File: src/dbus_pkg.sv
`default_nettype none

package dbus_pkg;

	// Bus and CPU word types.
	typedef logic [31:0] addr_t;
	typedef logic [31:0] data_t;
	typedef logic [3:0]  byte_en_t;

	// Access size as issued by the CPU.
	typedef logic [1:0] access_size_t;

	localparam access_size_t SIZE_BYTE = 2'd0;
	localparam access_size_t SIZE_HALF = 2'd1;
	localparam access_size_t SIZE_WORD = 2'd2;

	// Memory model geometry.
	localparam int MEM_WORDS    = 8192;
	localparam int LINE_WORDS   = 4;
	localparam int MISS_PENALTY = 8;

	localparam logic [2:0] UNCACHED_SEG = 3'b101; // Top three address bits.

	localparam int WORD_AW = $clog2(MEM_WORDS);
	localparam int LINE_AW = WORD_AW - $clog2(LINE_WORDS);

	// Counts down the remaining stall cycles of a miss.
	typedef logic [$clog2(MISS_PENALTY)-1:0] pen_cnt_t;

	typedef enum logic {
		MEM_READY,
		MEM_MISS_WAIT
	} mem_state_e;

endpackage

`default_nettype wire

File: src/cpu_dbus_if.sv
`default_nettype none

interface cpu_dbus_if;
	import dbus_pkg::*;

	logic     read;
	logic     write;
	addr_t    address;   // Word aligned.
	byte_en_t byteenable;
	data_t    wrdata;

	logic     stall;
	data_t    rddata;    // Valid the cycle after completion.

	modport master (
		output read,
		output write,
		output address,
		output byteenable,
		output wrdata,
		input  stall,
		input  rddata
	);

	modport slave (
		input  read,
		input  write,
		input  address,
		input  byteenable,
		input  wrdata,
		output stall,
		output rddata
	);

endinterface

`default_nettype wire

File: src/lsu_format.sv
`default_nettype none

module lsu_format (
	input  logic                  clk,
	input  logic                  rst,
	input  logic                  req,
	input  logic                  we,
	input  dbus_pkg::access_size_t size,
	input  logic                  sign_ext,
	input  dbus_pkg::addr_t       addr,
	input  dbus_pkg::data_t       wdata,
	output dbus_pkg::data_t       rdata,
	output logic                  rvalid,
	output logic                  misaligned,
	cpu_dbus_if.master            dbus
);
	import dbus_pkg::*;

	logic [1:0] offset;
	logic       aligned;
	byte_en_t   be;
	data_t      st_data;

	// Read info queue, entry 0 in the memory pipe, entry 1 returning.
	// Each entry holds {offset, size, sign_ext}.
	logic [4:0] rq_meta [2];
	logic [1:0] rq_vld;

	logic [1:0]   ret_off;
	access_size_t ret_size;
	logic         ret_sext;
	data_t        shifted;

	assign offset = addr[1:0];

	always_comb begin
		case (size)
			SIZE_BYTE: begin
				aligned = 1'b1;
				be      = 4'b0001 << offset;
				st_data = {4{wdata[7:0]}};
			end
			SIZE_HALF: begin
				aligned = ~offset[0];
				be      = 4'b0011 << offset;
				st_data = {2{wdata[15:0]}};
			end
			default: begin // Word, and the unused code.
				aligned = (offset == 2'b00);
				be      = 4'b1111;
				st_data = wdata;
			end
		endcase
	end

	// Misaligned requests never reach the bus.
	assign dbus.read       = req & ~we & aligned;
	assign dbus.write      = req & we & aligned;
	assign dbus.address    = {addr[$bits(addr_t)-1:2], 2'b00};
	assign dbus.byteenable = be;
	assign dbus.wrdata     = st_data;

	always_ff @(posedge clk or posedge rst) begin
		if (rst) begin
			misaligned <= 1'b0;
		end else begin
			misaligned <= req & ~aligned & ~dbus.stall;
		end
	end

	always_ff @(posedge clk or posedge rst) begin
		if (rst) begin
			rq_vld <= 2'b00;
		end else if (dbus.stall) begin
			rq_vld[1] <= 1'b0; // Returning entry lasts one cycle.
		end else begin
			rq_vld <= {rq_vld[0], dbus.read};
		end
	end

	always_ff @(posedge clk) begin
		if (~dbus.stall) begin
			rq_meta[1] <= rq_meta[0];
			rq_meta[0] <= {offset, size, sign_ext};
		end
	end

	assign ret_off  = rq_meta[1][4:3];
	assign ret_size = rq_meta[1][2:1];
	assign ret_sext = rq_meta[1][0];

	// Bring the addressed lane down to bit 0.
	assign shifted = dbus.rddata >> {ret_off, 3'b000};

	always_comb begin
		case (ret_size)
			SIZE_BYTE: rdata = {{24{ret_sext & shifted[7]}}, shifted[7:0]};
			SIZE_HALF: rdata = {{16{ret_sext & shifted[15]}}, shifted[15:0]};
			default:   rdata = dbus.rddata;
		endcase
	end

	assign rvalid = rq_vld[1];

endmodule

`default_nettype wire

File: src/flat_wrapper.sv
// flat-port wrapper written by rule: the top's interface ports become plain ports
module lsu_format_flat import dbus_pkg::*;
  (clk, rst, req, we, size, sign_ext, addr, wdata, rdata, rvalid, misaligned, dbus_read, dbus_write, dbus_address, dbus_byteenable, dbus_wrdata, dbus_stall, dbus_rddata);
  cpu_dbus_if dbus_i ();
  input  logic clk;
  input  logic rst;
  input  logic req;
  input  logic we;
  input  dbus_pkg::access_size_t size;
  input  logic sign_ext;
  input  dbus_pkg::addr_t addr;
  input  dbus_pkg::data_t wdata;
  output dbus_pkg::data_t rdata;
  output logic rvalid;
  output logic misaligned;
  output wire logic [$bits(dbus_i.read)-1:0] dbus_read;
  output wire logic [$bits(dbus_i.write)-1:0] dbus_write;
  output wire logic [$bits(dbus_i.address)-1:0] dbus_address;
  output wire logic [$bits(dbus_i.byteenable)-1:0] dbus_byteenable;
  output wire logic [$bits(dbus_i.wrdata)-1:0] dbus_wrdata;
  input wire logic [$bits(dbus_i.stall)-1:0] dbus_stall;
  input wire logic [$bits(dbus_i.rddata)-1:0] dbus_rddata;
  assign dbus_read = dbus_i.read;
  assign dbus_write = dbus_i.write;
  assign dbus_address = dbus_i.address;
  assign dbus_byteenable = dbus_i.byteenable;
  assign dbus_wrdata = dbus_i.wrdata;
  assign dbus_i.stall = dbus_stall;
  assign dbus_i.rddata = dbus_rddata;
  lsu_format u_core (.clk(clk), .rst(rst), .req(req), .we(we), .size(size), .sign_ext(sign_ext), .addr(addr), .wdata(wdata), .rdata(rdata), .rvalid(rvalid), .misaligned(misaligned), .dbus(dbus_i));
endmodule
File: config.mk
export PLATFORM = sky130hd
export DESIGN_NAME = lsu_format_flat
export DESIGN_NICKNAME = d
export VERILOG_FILES = /design/src/dbus_pkg.sv /design/src/cpu_dbus_if.sv /design/src/lsu_format.sv /design/src/flat_wrapper.sv
export SDC_FILE = /design/constraint.sdc
export NUM_CORES = 1
export LEC_CHECK = 0
export BUFFER_PORTS_ARGS = -buffer_cell sky130_fd_sc_hd__buf_4
export CAP_MARGIN = 20
export CORE_MARGIN = 10
export CORE_UTILIZATION = 34
export CTS_CLUSTER_DIAMETER = 30
export DETAILED_ROUTE_END_ITERATION = 16
export PLACE_DENSITY = 0.84
export SLEW_MARGIN = 25
export SYNTH_ARGS = -nofsm -noshare
export SYNTH_HDL_FRONTEND = slang
export SYNTH_SLANG_ARGS = --single-unit
File: constraint.sdc
create_clock -name clk -period 2.3 [get_ports clk]
set_clock_uncertainty 0.05 [all_clocks]
set_input_delay 0.23 -clock clk [delete_from_list [all_inputs] [get_ports clk]]
set_output_delay 0.23 -clock clk [all_outputs]
set_load 0.02 [all_outputs]
Yosys cells after proc, flatten, opt, wreduce, memory -nomap -nowiden
Memories as Yosys holds them, arrays and structs flattened.
Index checks and enable logic that the tools add are counted.
{"block": "totals", "word_cells": 30, "mem_count": 1, "output_inout_bits": 104, "ff_bits": 3, "mem_bits_rw": 10}
{"name": "u_core.rq_meta", "words": 2, "width": 5, "read_ports": 2, "rd_ports_with_merged_regs": 0, "wr": 2, "line_no": "lsu_format.sv:26", "text": "logic [4:0] rq_meta [2];"}
{"block": "classes", "bitwise_logic": 12, "muxes": 6, "shifts": 3, "n_reduce_logical": 3, "n_eq_ne": 2}
{"cell": "32-bit case mux with 2 select lines", "count": 2}
{"cell": "32-bit by 5-bit >> shifter with 16-bit output", "count": 1}
{"cell": "1-bit AND", "count": 8}
{"cell": "4-bit case mux with 2 select lines", "count": 1}
{"cell": "2-bit logical NOT", "count": 3}
{"cell": "2-bit by 1-bit == test with 1-bit output, second input constant", "count": 2}
{"cell": "1-bit inverter", "count": 4}
{"cell": "1-bit by 2-bit << shifter with 4-bit output, first input constant", "count": 1}
{"cell": "2-bit by 2-bit << shifter with 4-bit output, first input constant", "count": 1}
{"cell": "1-bit two-way mux", "count": 2}
{"cell": "1-bit case mux with 2 select lines", "count": 1}

Logic depth before layout (Yosys ltp)
{"block": "logic_depth", "depth_word": 5, "mapped_depth": 4, "ltp_nobuf": 3}

Worst setup path before layout
OpenSTA, ideal clock, no wires.
{"block": "synth_timing", "path_type": "flip-flop to output port", "start": "mem u_core.rq_meta[1][4], in the netlist u_core.rq_meta[0][9]", "end": "out rdata[10]", "t_arrival_ps": 1621, "n_path_buf": 0, "stages_incl_launch_ff": 4, "slack_ps": 399, "required_ps": 2020, "path_cell_list": "edfxtp_1 mux4_2 a21oi_1 o31ai_1"}
{"item": "from (decl)", "line_no": "lsu_format.sv:26"}
{"item": "to (decl)", "line_no": "flat_wrapper.sv:13", "text": "output dbus_pkg::data_t rdata;"}

==> summary.md <==
The number of violations reported at the end of detailed-routing iteration 0 is 71. Summed over all nets, the half-perimeter wirelength after detailed placement is 6109 um. The smallest clock period supported by the final layout is computed as 2.279 ns. After layout, the worst setup slack is 0.02101 ns.

Share of synthesized flip-flops with an asynchronous set or reset: 0.2308. Routability-driven placement congestion ratio: 0.8544. For the via count of the first global-routing pass, the log shows 2225. Leaving out fill and tap cells, the most frequent cell in the layout is buf_4. The most critical setup path has its endpoint at rdata[28]. The tools report the worst-case vdd ir drop as 0.0003150 V. The logs give 0.001406 uW for the static leakage power and 0.1993 ns for the pre-CTS setup slack.

After detailed routing, the average wire length per cell comes to 18.23 um. For the number of cells in the finished layout apart from fillers, the log shows 406. The delay of the slowest cell on the worst path was 0.56 ns; the clock sink count was 13. The tools report the total negative slack for setup checks as 0 ns.

Data on the critical path is required at its endpoint by 2.02 ns. The run gives 11130 um as the wire length of the first global-routing pass. The most critical setup path has its startpoint at u_core.rq_meta[0][9].

The run gives 0.1544 as the global routing usage summed across all routing layers. The worst hold path class was input pin to register. TritonCTS built the clock tree. For this run, the post-layout net count is 441. The synthesized area per cell is 7.933 sq um, and the clock latency reported for the late side of the worst-skew pair is 0.24 ns. For the count of distinct cell types in the synthesized netlist, the log shows 34. Setup violations remaining at the end of the flow were counted as 0. The tools report the placeable core area as 5140 sq um. From left edge to right edge, the die measures 93.10 um.

Counting tap cells, the placed design contains a total of 398 instances. The area of the die was 8668 sq um. Traced cell by cell, the critical path runs through mux4_2 -> a221oi_4 -> buf_6 -> o21ai_1 -> buf_4.

The worst setup path is captured at a primary output. In this run the critical register-to-register path is launched from u_core.rq_meta[0][0]. The top cell types in the final layout, fill and taps aside, are buf_4 (140), nand2_1 (43), mux2_2 (22), o21ai_0 (15), buf_6 (14). Buffers inserted during clock tree synthesis total 3. The worst hold path depth is 1.

The count of standard-cell rows is 26, and the via count of the routed design is 2161. Buffers placed on the I/O ports in this run total 145. The register area share after synthesis was 0.2066. In this run, synthesis inferred 10 flip-flops with an integrated enable.

The via density per instance was 5.323; the count of final hold-check violations was 0. After clock tree synthesis, the clock-pin slew on the worst setup and hold paths is 0.05 ns. The critical-path maximum fanout was 5; the number of max-capacitance violations reported was 0. 208 I/O pins were placed.

At the worst endpoint, the arrival time is 2.00 ns. The critical-path cell with the highest stage delay is mux4_2. The flow ran to the end, and the final reports show no timing, DRC or antenna violations. The CTS H-tree depth is 1, and the internal reg-to-reg setup slack is 1.63 ns. The mapped netlist covers 1817 sq um. The critical path is of the register to primary output type. For the starting density of the core, the log shows 0.3535. Synthesis inferred 13 register bits.

The completed layout was analyzed and its total power is 1210 uW. Static timing analysis puts the maximum clock frequency at 438.8 MHz. The maximum clock insertion buffer count is 2, and the final critical-path share of the clock period is 0.9909. In this run the critical register-to-register path is captured at u_core.rq_meta[0][5]. The beginning of the worst hold path is sign_ext.

The layout has 466 filler cells. DRC violations left: 0. By area the synthesized netlist is led by buf_4 (17%), edfxtp_1 (17%), mux2_2 (14%).

Setup repair after global routing could not meet its margin everywhere. From bottom edge to top edge, the die measures 93.10 um. The tools report the core occupancy in the finished layout as 0.5567.

Final antenna-violating net count: 0. The routed design has 7402 um of wire. The number of diodes added for antenna fixing is 0. In the synthesized netlist, the number of instances is 229. Number of iterations in the first detailed-routing pass: 5. The remaining max-slew budget at the tightest pin was 0.5084; the areal power density over the cells was 422.9 nW/um^2. For this run the aggregate overflow at the end of global routing stands at 0. The number of max-slew violations in the final report came out at 0. For the maximum number of pins on one net before global-route repair, the log shows 39. Root cell of the clock tree: clkbuf_8. Relative to the synthesized area, the layout overhead comes to 57.51%. The ratio of cells with drive above 1 in the final layout came out at 0.5804. The depth of the worst register-to-register path works out to 0. Pin slew with the least headroom to its limit: 0.7356 ns. The share of the synthesized area in the top cell type works out to 0.1653.

STA classifies the critical path startpoint as a register. Among all flip-flop cells after synthesis, the most frequent one is edfxtp_1. Initial antenna violation count: 0. Yosys printed 0 warnings.

buf_4 takes more of the synthesized area than any other cell.
[how the worst min path moves through the flow]
| stage | slack (ns) | endpoint |
|---|---|---|
| finish | 0.12 | u_core.rq_meta[0][0] |
| floorplan | -0.07 | u_core.misaligned |
| CTS | 0.11 | u_core.rq_vld[1] |
| global route | 0.11 | u_core.rq_meta[0][0] |
| detailed placement | 0.06 | u_core.misaligned |
| global placement | 0.06 | u_core.misaligned |
[cells in the mapped netlist (2+ instances only)]
| library cell | n |
|---|---|
| nand3_1 | 2 |
| buf_4 | 40 |
| o211a_1 | 2 |
| o21ai_0 | 21 |
| o21bai_1 | 3 |
| a221oi_1 | 5 |
| nor2_1 | 4 |
| a22oi_1 | 5 |
| a22o_1 | 2 |
| o31ai_1 | 8 |
| nor2b_1 | 4 |
| dfrtp_1 | 3 |
| mux2_2 | 22 |
| o21ai_1 | 10 |
| mux2i_1 | 10 |
| clkbuf_1 | 10 |
| edfxtp_1 | 10 |
| nand3b_1 | 2 |
| inv_1 | 6 |
| a21oi_1 | 3 |
| o2bb2ai_1 | 2 |
| nand2_1 | 43 |
[worst max-delay path, delay by kind of cell, from the launching register on]
family	cells	cell delay [ns]
mux	1	0.56
compound gates	2	0.44
flops	1	0.39
buf+inv	2	0.36
[per-stage QoR]
stage	instance area [sq um]	hold WS [ns]
finish	2861	0.1183
global route	2861	0.1097
CTS	2746	0.1109
detailed placement	2684	0.06445
global placement	2684	0.06143
floorplan	1821	-0.06636
[report_power, final]
part	internal, uW	total, uW	switching, uW	leakage (uW)
Clock	122	194	72.5	0.0000228
Sequential	272	280	8.04	0.000139
Combinational	345	735	390	0.00124
[cell families (layout without fill, tap and decap cells)]
logic type      Yosys count  count (layout)  share of synthesized area
other cells               1               2                   0.002064
buf+inv                  59             165                     0.2094
compound gates           64              64                     0.2376
simple gates             59              59                     0.1405
flops                    13              13                     0.2066
mux                      33              33                     0.2039
[layout make-up]
cell class / count / area [sq um] / share of cell area
clock buffer: 4 / 45.04 / 0.01574
inverter: 6 / 22.52 / 0.007871
multi-input combinational: 158 / 1112 / 0.3887
sequential: 13 / 375.4 / 0.1312
tap: 70 / 87.58 / 0.03061
timing repair buffer: 155 / 1219 / 0.4259
[state kept, by name, summed over array words and instances (netlist names)]
| signal | count |
|---|---|
| u_core.rq_vld | 2 |
| u_core.rq_meta | 10 |
| u_core.misaligned | 1 |
[routing by layer]
metal	global-route usage	wire length, um	vias up
met2	0.2664	3472	170
met5	0	0	-
met1	0.1483	2478	984
met3	0.1119	1302	13
met4	0.02699	148	0
li1	-	-	994
[timing repair]
action | CTS | global route
resized for setup | 0 | 34
endpoints found under the setup margin | 11 | 15
setup buffers | 1 | 1
hold buffers | 1 | 0
gates cloned | 0 | 1
pin swaps | 1 | 1
endpoints found under the hold margin | 3 | 0
(Power assumes the default switching activity.)
