--- config.mk ---
export PLATFORM = sky130hd
export DESIGN_NAME = dbus_router_flat
export DESIGN_NICKNAME = d
export VERILOG_FILES = /design/src/dbus_pkg.sv /design/src/cpu_dbus_if.sv /design/src/dbus_router.sv /design/src/flat_wrapper.sv
export SDC_FILE = /design/constraint.sdc
export NUM_CORES = 1
export LEC_CHECK = 0
export BUFFER_PORTS_ARGS = -buffer_cell sky130_fd_sc_hd__buf_2
export CELL_PAD_IN_SITES_DETAIL_PLACEMENT = 1
export CELL_PAD_IN_SITES_GLOBAL_PLACEMENT = 2
export CORE_AREA = 2 2 128 130
export CTS_CLUSTER_SIZE = 14
export DETAILED_ROUTE_END_ITERATION = 8
export DIE_AREA = 0 0 130 132
export PLACE_DENSITY_LB_ADDON = 0.1
export SYNTH_ARGS = -nofsm -noshare
export SYNTH_HDL_FRONTEND = slang
export SYNTH_SLANG_ARGS = --single-unit
--- constraint.sdc ---
create_clock -name clk -period 1.2 [get_ports clk]
set_input_delay 0.12 -clock clk [delete_from_list [all_inputs] [get_ports clk]]
set_output_delay 0.12 -clock clk [all_outputs]
set_load 0.1 [all_outputs]
--- src/dbus_pkg.sv ---
`default_nettype none

package dbus_pkg;

	// Bus and CPU word types.
	typedef logic [31:0] addr_t;
	typedef logic [31:0] data_t;
	typedef logic [3:0]  byte_en_t;

	// Access size as issued by the CPU.
	typedef logic [1:0] access_size_t;

	localparam access_size_t SIZE_BYTE = 2'd0;
	localparam access_size_t SIZE_HALF = 2'd1;
	localparam access_size_t SIZE_WORD = 2'd2;

	// Memory model geometry.
	localparam int MEM_WORDS    = 8192;
	localparam int LINE_WORDS   = 4;
	localparam int MISS_PENALTY = 8;

	localparam logic [2:0] UNCACHED_SEG = 3'b101; // Top three address bits.

	localparam int WORD_AW = $clog2(MEM_WORDS);
	localparam int LINE_AW = WORD_AW - $clog2(LINE_WORDS);

	// Counts down the remaining stall cycles of a miss.
	typedef logic [$clog2(MISS_PENALTY)-1:0] pen_cnt_t;

	typedef enum logic {
		MEM_READY,
		MEM_MISS_WAIT
	} mem_state_e;

endpackage

`default_nettype wire

--- src/cpu_dbus_if.sv ---
`default_nettype none

interface cpu_dbus_if;
	import dbus_pkg::*;

	logic     read;
	logic     write;
	addr_t    address;   // Word aligned.
	byte_en_t byteenable;
	data_t    wrdata;

	logic     stall;
	data_t    rddata;    // Valid the cycle after completion.

	modport master (
		output read,
		output write,
		output address,
		output byteenable,
		output wrdata,
		input  stall,
		input  rddata
	);

	modport slave (
		input  read,
		input  write,
		input  address,
		input  byteenable,
		input  wrdata,
		output stall,
		output rddata
	);

endinterface

`default_nettype wire

--- src/dbus_router.sv ---
`default_nettype none

module dbus_router (
	input  logic       clk,
	input  logic       rst,
	cpu_dbus_if.slave  dbus_cpu,
	cpu_dbus_if.master dbus_cached,
	cpu_dbus_if.master dbus_uncached
);
	import dbus_pkg::*;

	logic req_unc;  // Current request targets the uncached segment.
	logic pend_unc; // Access held in the memory pipe went uncached.
	logic ret_unc;  // Read returning this cycle came from the uncached port.

	assign req_unc = (dbus_cpu.address[$bits(addr_t)-1 -: 3] == UNCACHED_SEG);

	// Strobes go to one port only.
	assign dbus_cached.read    = dbus_cpu.read & ~req_unc;
	assign dbus_cached.write   = dbus_cpu.write & ~req_unc;
	assign dbus_uncached.read  = dbus_cpu.read & req_unc;
	assign dbus_uncached.write = dbus_cpu.write & req_unc;

	assign dbus_cached.address    = dbus_cpu.address;
	assign dbus_cached.byteenable = dbus_cpu.byteenable;
	assign dbus_cached.wrdata     = dbus_cpu.wrdata;

	assign dbus_uncached.address    = dbus_cpu.address;
	assign dbus_uncached.byteenable = dbus_cpu.byteenable;
	assign dbus_uncached.wrdata     = dbus_cpu.wrdata;

	// Port ownership follows the memory pipe one stage at a time.
	always_ff @(posedge clk or posedge rst) begin
		if (rst) begin
			pend_unc <= 1'b0;
			ret_unc  <= 1'b0;
		end else if (~dbus_cpu.stall) begin
			pend_unc <= (dbus_cpu.read | dbus_cpu.write) & req_unc;
			ret_unc  <= pend_unc;
		end
	end

	assign dbus_cpu.stall  = pend_unc ? dbus_uncached.stall : dbus_cached.stall;
	assign dbus_cpu.rddata = ret_unc ? dbus_uncached.rddata : dbus_cached.rddata;

endmodule

`default_nettype wire

--- src/flat_wrapper.sv ---
// flat-port wrapper written by rule: the top's interface ports become plain ports
module dbus_router_flat import dbus_pkg::*;
  (clk, rst, dbus_cpu_read, dbus_cpu_write, dbus_cpu_address, dbus_cpu_byteenable, dbus_cpu_wrdata, dbus_cpu_stall, dbus_cpu_rddata, dbus_cached_read, dbus_cached_write, dbus_cached_address, dbus_cached_byteenable, dbus_cached_wrdata, dbus_cached_stall, dbus_cached_rddata, dbus_uncached_read, dbus_uncached_write, dbus_uncached_address, dbus_uncached_byteenable, dbus_uncached_wrdata, dbus_uncached_stall, dbus_uncached_rddata);
  cpu_dbus_if dbus_cpu_i ();
  cpu_dbus_if dbus_cached_i ();
  cpu_dbus_if dbus_uncached_i ();
  input  logic clk;
  input  logic rst;
  input wire logic [$bits(dbus_cpu_i.read)-1:0] dbus_cpu_read;
  input wire logic [$bits(dbus_cpu_i.write)-1:0] dbus_cpu_write;
  input wire logic [$bits(dbus_cpu_i.address)-1:0] dbus_cpu_address;
  input wire logic [$bits(dbus_cpu_i.byteenable)-1:0] dbus_cpu_byteenable;
  input wire logic [$bits(dbus_cpu_i.wrdata)-1:0] dbus_cpu_wrdata;
  output wire logic [$bits(dbus_cpu_i.stall)-1:0] dbus_cpu_stall;
  output wire logic [$bits(dbus_cpu_i.rddata)-1:0] dbus_cpu_rddata;
  output wire logic [$bits(dbus_cached_i.read)-1:0] dbus_cached_read;
  output wire logic [$bits(dbus_cached_i.write)-1:0] dbus_cached_write;
  output wire logic [$bits(dbus_cached_i.address)-1:0] dbus_cached_address;
  output wire logic [$bits(dbus_cached_i.byteenable)-1:0] dbus_cached_byteenable;
  output wire logic [$bits(dbus_cached_i.wrdata)-1:0] dbus_cached_wrdata;
  input wire logic [$bits(dbus_cached_i.stall)-1:0] dbus_cached_stall;
  input wire logic [$bits(dbus_cached_i.rddata)-1:0] dbus_cached_rddata;
  output wire logic [$bits(dbus_uncached_i.read)-1:0] dbus_uncached_read;
  output wire logic [$bits(dbus_uncached_i.write)-1:0] dbus_uncached_write;
  output wire logic [$bits(dbus_uncached_i.address)-1:0] dbus_uncached_address;
  output wire logic [$bits(dbus_uncached_i.byteenable)-1:0] dbus_uncached_byteenable;
  output wire logic [$bits(dbus_uncached_i.wrdata)-1:0] dbus_uncached_wrdata;
  input wire logic [$bits(dbus_uncached_i.stall)-1:0] dbus_uncached_stall;
  input wire logic [$bits(dbus_uncached_i.rddata)-1:0] dbus_uncached_rddata;
  assign dbus_cpu_i.read = dbus_cpu_read;
  assign dbus_cpu_i.write = dbus_cpu_write;
  assign dbus_cpu_i.address = dbus_cpu_address;
  assign dbus_cpu_i.byteenable = dbus_cpu_byteenable;
  assign dbus_cpu_i.wrdata = dbus_cpu_wrdata;
  assign dbus_cpu_stall = dbus_cpu_i.stall;
  assign dbus_cpu_rddata = dbus_cpu_i.rddata;
  assign dbus_cached_read = dbus_cached_i.read;
  assign dbus_cached_write = dbus_cached_i.write;
  assign dbus_cached_address = dbus_cached_i.address;
  assign dbus_cached_byteenable = dbus_cached_i.byteenable;
  assign dbus_cached_wrdata = dbus_cached_i.wrdata;
  assign dbus_cached_i.stall = dbus_cached_stall;
  assign dbus_cached_i.rddata = dbus_cached_rddata;
  assign dbus_uncached_read = dbus_uncached_i.read;
  assign dbus_uncached_write = dbus_uncached_i.write;
  assign dbus_uncached_address = dbus_uncached_i.address;
  assign dbus_uncached_byteenable = dbus_uncached_i.byteenable;
  assign dbus_uncached_wrdata = dbus_uncached_i.wrdata;
  assign dbus_uncached_i.stall = dbus_uncached_stall;
  assign dbus_uncached_i.rddata = dbus_uncached_rddata;
  dbus_router u_core (.clk(clk), .rst(rst), .dbus_cpu(dbus_cpu_i), .dbus_cached(dbus_cached_i), .dbus_uncached(dbus_uncached_i));
endmodule
# After elaboration in Yosys (flattened, before gate mapping)
# Cells that the tools add are included.
# totals
input_bits	138
out_inout_bits	173
word_cells	12
regBits	2
# classes
muxes	2
eq_ne	1
bitwise	7
# ops
op	count
$mux 32	1
$and 1x1->1	5
$eq 3x3->1 const B	1
$mux 1	1
$not 1->1	1
$or 1x1->1	1

# Depth between registers and ports, before layout
# logic_depth
word_depth	3
depth_mapped	4

# Worst setup path before layout
# OpenSTA, ideal clock, no wires.
# synth_path
path_kind	input to output
from	in dbus_cpu_address[30]
to	out dbus_uncached_read
n_path_buf	0
setup_slack_ns	-0.533
cell_stages	2
arrival_ns	1.613
path_cell_list	nand3b_1 > nor2_1
# synth_via
elab_chain_len	2
# synth_lines
element	line_no	text
start: declaration	flat_wrapper.sv:11	input wire logic [$bits(dbus_cpu_i.address)-1:0] dbus_cpu_address;
$eq 3x3->1	dbus_router.sv:16	assign req_unc = (dbus_cpu.address[$bits(addr_t)-1 -: 3] == UNCACHED_SEG);
$and 1x1->1	dbus_router.sv:21	assign dbus_uncached.read = dbus_cpu.read & req_unc;
end: declaration	flat_wrapper.sv:23	output wire logic [$bits(dbus_uncached_i.read)-1:0] dbus_uncached_read;
# No other way between the ends.

# Worst setup path in the final report
# layout_path
from	reg u_core.ret_unc
to	out dbus_cpu_rddata[31]
# layout_via
elab_chain_len	1
# layout_lines
element	line_no	text
start: declaration	dbus_router.sv:14	logic ret_unc;
start signal: assignment	dbus_router.sv:39	ret_unc <= pend_unc;
$mux 32	dbus_router.sv:44	assign dbus_cpu.rddata = ret_unc ? dbus_uncached.rddata : dbus_cached.rddata;
end: declaration	flat_wrapper.sv:15	output wire logic [$bits(dbus_cpu_i.rddata)-1:0] dbus_cpu_rddata;
# No other way between the ends.

==> summary.log <==
qor: yosys.synth_nets 328
qor: die.io-pin-count 311
qor: setup_path.worst_ep_arrival_time 1.39 ns
qor: min_path.min_delay_worst_endpoint u_core.ret_unc
qor: yosys.netlist_instances 190
qor: pwr.power.clock.fraction 0.262
qor: min_path.min_path_cells 2
qor: pwr.power_frac_seq 0.038
qor: job.max_cap_violation_count 0
qor: setup_path.launch_point_of_the_worst_reg_to_reg_path u_core.ret_unc
qor: placed_design.gp_routability_congestion 0.610
qor: detailed_routing.detailroute.via_count 968
qor: sta.finalHoldViolCount 0
qor: yosys.yosys.area.top_type sky130_fd_sc_hd__buf_4
qor: placed_design.hpwl 3420 µm
qor: pwr.worst_ir_drop_vdd 0.346 mV
qor: sta.setup_skew_after_layout 0.00362 ns
qor: pwr.netSwitchingPower 935 µW
qor: outcome.outcome finished, violations left
qor: layout.layout_filler_cell_count 1834
qor: sta.timing.final.crit_period 1.51 ns
qor: grt.grt_pass1_wl 5510 µm
qor: layout.finalNetCount 313
qor: detailed_routing.drt_iter0_drc 7
qor: layout.num_antenna_cells 0
qor: sta.final.setup.worst_slack -0.310 ns
qor: clock_network.cts.clk_slew.worst_paths 0.03 ns
qor: setup_path.required 1.08 ns
qor: die.design.die.area 17200 µm²
qor: setup_path.rr_worst_depth 3
qor: layout.drive_above_1_share 0.908
qor: min_path.worstHoldStart dbus_uncached_stall
qor: min_path.hold_path_class input pin to flip-flop
qor: layout.synthToLayoutAreaGrowth 27.9%
qor: sta.setup_repair_after_global_routing_missed_its_margin yes
qor: yosys.syn-cell-area 1690 µm²
qor: layout.layout.core_utilization 0.138
qor: detailed_routing.number_of_optimization_iterations_in_the_first_detailed_route_pass 3
qor: pwr.comb_pwr_share 0.700
qor: clock_network.tritoncts done
qor: outcome.failing_checks negative setup slack
qor: grt.total_gr_overflow 0
qor: clock_network.cts.htree.levels 1
qor: die.initial_core_util 0.108
qor: die.die-width 130 µm
qor: yosys.synth.top_cell.area_share 0.603
qor: placed_design.port_buffers 115
qor: die.number_of_placement_rows 46
qor: sta.tightestPinTransition 0.489 ns
qor: sta.final-setup-viol-count 33
qor: pwr.intPower 1030 µW
qor: yosys.synth.area.top_cells sky130_fd_sc_hd__buf_4 (60%), sky130_fd_sc_hd__mux2_4 (25%), sky130_fd_sc_hd__buf_12 (3.5%)
qor: detailed_routing.drc_viols 0
qor: placed_design.dp_cells 384
qor: detailed_routing.post_drt_via_cell_ratio 2.48
qor: clock_network.insertion_delay 0.22 ns
qor: yosys.synth.lib_cells_used.distinct 13
qor: placed_design.detailedPlace.worstSlack -0.0871 ns
qor: pwr.sw_frac_of_total 0.475
qor: detailed_routing.drtAntennaViolNets 0
qor: yosys.syn_area_per_cell 8.91 µm²
qor: clock_network.clkSinkCount 2
qor: setup_path.critical_path.startpoint_type flip-flop
qor: die.core_ar 15700 µm²
qor: setup_path.r2r_setup_slack 0.24 ns
qor: grt.number_of_antenna_violations_at_the_first_check_in_global_routing 0
qor: yosys.yosys_warnings 0
qor: detailed_routing.wire_per_inst 10.2 µm
qor: pwr.power_density 909 nW/µm²
qor: grt.grt_start_max_net_pins 22
qor: sta.slew_violations 0
qor: yosys.flip_flop_and_latch_count_after_synthesis 2
qor: grt.number_of_global_route_vias_before_repair 1075
qor: sta.final_sum_of_negative_setup_slack -9.37 ns
qor: sta.timing.final.crit_share 1.26
qor: detailed_routing.postRouteWirelength 3970 µm
qor: sta.relSlewSlack 0.676
qor: layout.post_layout_nonfiller_instances 390
qor: setup_path.setup.worst_path.end_class output pin
qor: sta.maxClockFrequency 662 MHz
qor: setup_path.worst-setup-path-type flip-flop to output pin
qor: clock_network.root_buffer sky130_fd_sc_hd__clkbuf_16
qor: die.floorplan.die.height 132 µm
qor: clock_network.cts_made_buffers 3
qor: pwr.power.static_leakage 0.00101 µW
qor: clock_network.cts_buffer_depth 2
qor: setup_path.worst_r2r_endpoint u_core.ret_unc
qor: yosys.sequential_fraction_of_the_synthesis_area 0.0296
qor: grt.global_route.usage.total 0.0411
qor: setup_path.path_max_fanout 11
power by group through the flow:
stage / Combinational, µW / Sequential [µW] / Clock (µW)
floorplan: 2930 / 72.2 / 0
global placement: 1380 / 73.7 / 0
detailed placement: 1380 / 73.9 / 0
CTS: 1390 / 73.4 / 527
global route: 1420 / 75.3 / 545
finish: 1380 / 74.9 / 515
worst max path at each step:
| stage | cells after the start | start | to | slack, ns |
|---|---|---|---|---|
| after floorplan | 2 | dbus_cpu_address[30] | dbus_uncached_read | -0.10 |
| after detailed placement | 3 | u_core.ret_unc | dbus_cpu_rddata[29] | -0.09 |
| after global routing | 3 | u_core.ret_unc | dbus_cpu_rddata[30] | -0.36 |
| final | 3 | u_core.ret_unc | dbus_cpu_rddata[31] | -0.31 |
| after global placement | 3 | u_core.ret_unc | dbus_cpu_rddata[29] | -0.08 |
| after CTS | 3 | u_core.ret_unc | dbus_cpu_rddata[29] | -0.32 |
metal layers:
metal | up-vias | GRT usage | wire length, µm
li1 | 432 | - | -
met1 | 400 | 0.0349 | 1180
met2 | 114 | 0.0684 | 1900
met3 | 22 | 0.0292 | 730
met4 | 0 | 0.0257 | 150
met5 | - | 0 | 0
sequential cells by signal, indices dropped and copies added, names as in the netlist:
name	cells
u_core.pend_unc	1
u_core.ret_unc	1
layout make-up:
type	instances	area [µm²]	share of cell area
Clock buffer	4	78.8	0.0364
Sequential cell	2	51.3	0.0237
Tap cell	216	270	0.125
Multi-Input combinational cell	44	548	0.253
Timing Repair Buffer	120	1200	0.555
Inverter	4	15.0	0.00694
cells by family (layout without fill, tap and decap cells):
| family | Yosys count | in the layout | share of synthesized area |
|---|---|---|---|
| buffers and inverters | 144 | 128 | 0.654 |
| muxes | 33 | 33 | 0.282 |
| and+or+nand+nor | 8 | 8 | 0.0236 |
| AOI/OAI and AO/OA | 3 | 3 | 0.0111 |
| DFF | 2 | 2 | 0.0296 |
repair_timing:
item	4_1_cts	5_1_grt
hold buffers	1	0
setup buffers	0	0
pin swaps	0	0
gates resized for setup	1	1
endpoints found under the setup margin	33	33
gates cloned	0	1
endpoints found under the hold margin	2	0
Yosys cell counts (all sizes together):
| library cell | number |
|---|---|
| a21oi | 2 |
| and2 | 2 |
| buf | 140 |
| dfrtp | 2 |
| inv | 4 |
| mux2 | 33 |
| nand3b | 1 |
| nor2 | 4 |
| nor3 | 1 |
| o22a | 1 |
stage by stage:
step                hold WS (ns)  cell area [µm²]  total power [µW]
global route               0.129             2160              2040
finish                     0.114             2160              1970
global placement         -0.0224             2040              1460
detailed placement       -0.0262             2040              1450
floorplan                 -0.139             1700              3000
CTS                        0.116             2140              1990
worst max-delay path: stages, from the launching register on:
cell and delay, ns:
sky130_fd_sc_hd__dfrtp_2 0.44, sky130_fd_sc_hd__buf_12 0.17, sky130_fd_sc_hd__mux2_2 0.37, sky130_fd_sc_hd__buf_12 0.17
cell usage in the layout, fill, tap and decap left out:
cell and count:
sky130_fd_sc_hd__inv_1 4, sky130_fd_sc_hd__nor2_1 2, sky130_fd_sc_hd__buf_2 78, sky130_fd_sc_hd__mux2_2 3, sky130_fd_sc_hd__nor2_2 2, sky130_fd_sc_hd__clkbuf_1 1
sky130_fd_sc_hd__dlygate4sd3_1 1, sky130_fd_sc_hd__nand3b_1 1, sky130_fd_sc_hd__buf_4 2, sky130_fd_sc_hd__a21oi_1 2, sky130_fd_sc_hd__mux2_4 30, sky130_fd_sc_hd__clkbuf_16 4
sky130_fd_sc_hd__dfrtp_1 1, sky130_fd_sc_hd__buf_12 38, sky130_fd_sc_hd__and2_1 2, sky130_fd_sc_hd__nor3_1 1, sky130_fd_sc_hd__dfrtp_2 1, sky130_fd_sc_hd__o22a_1 1
(Power assumes the default switching activity.)
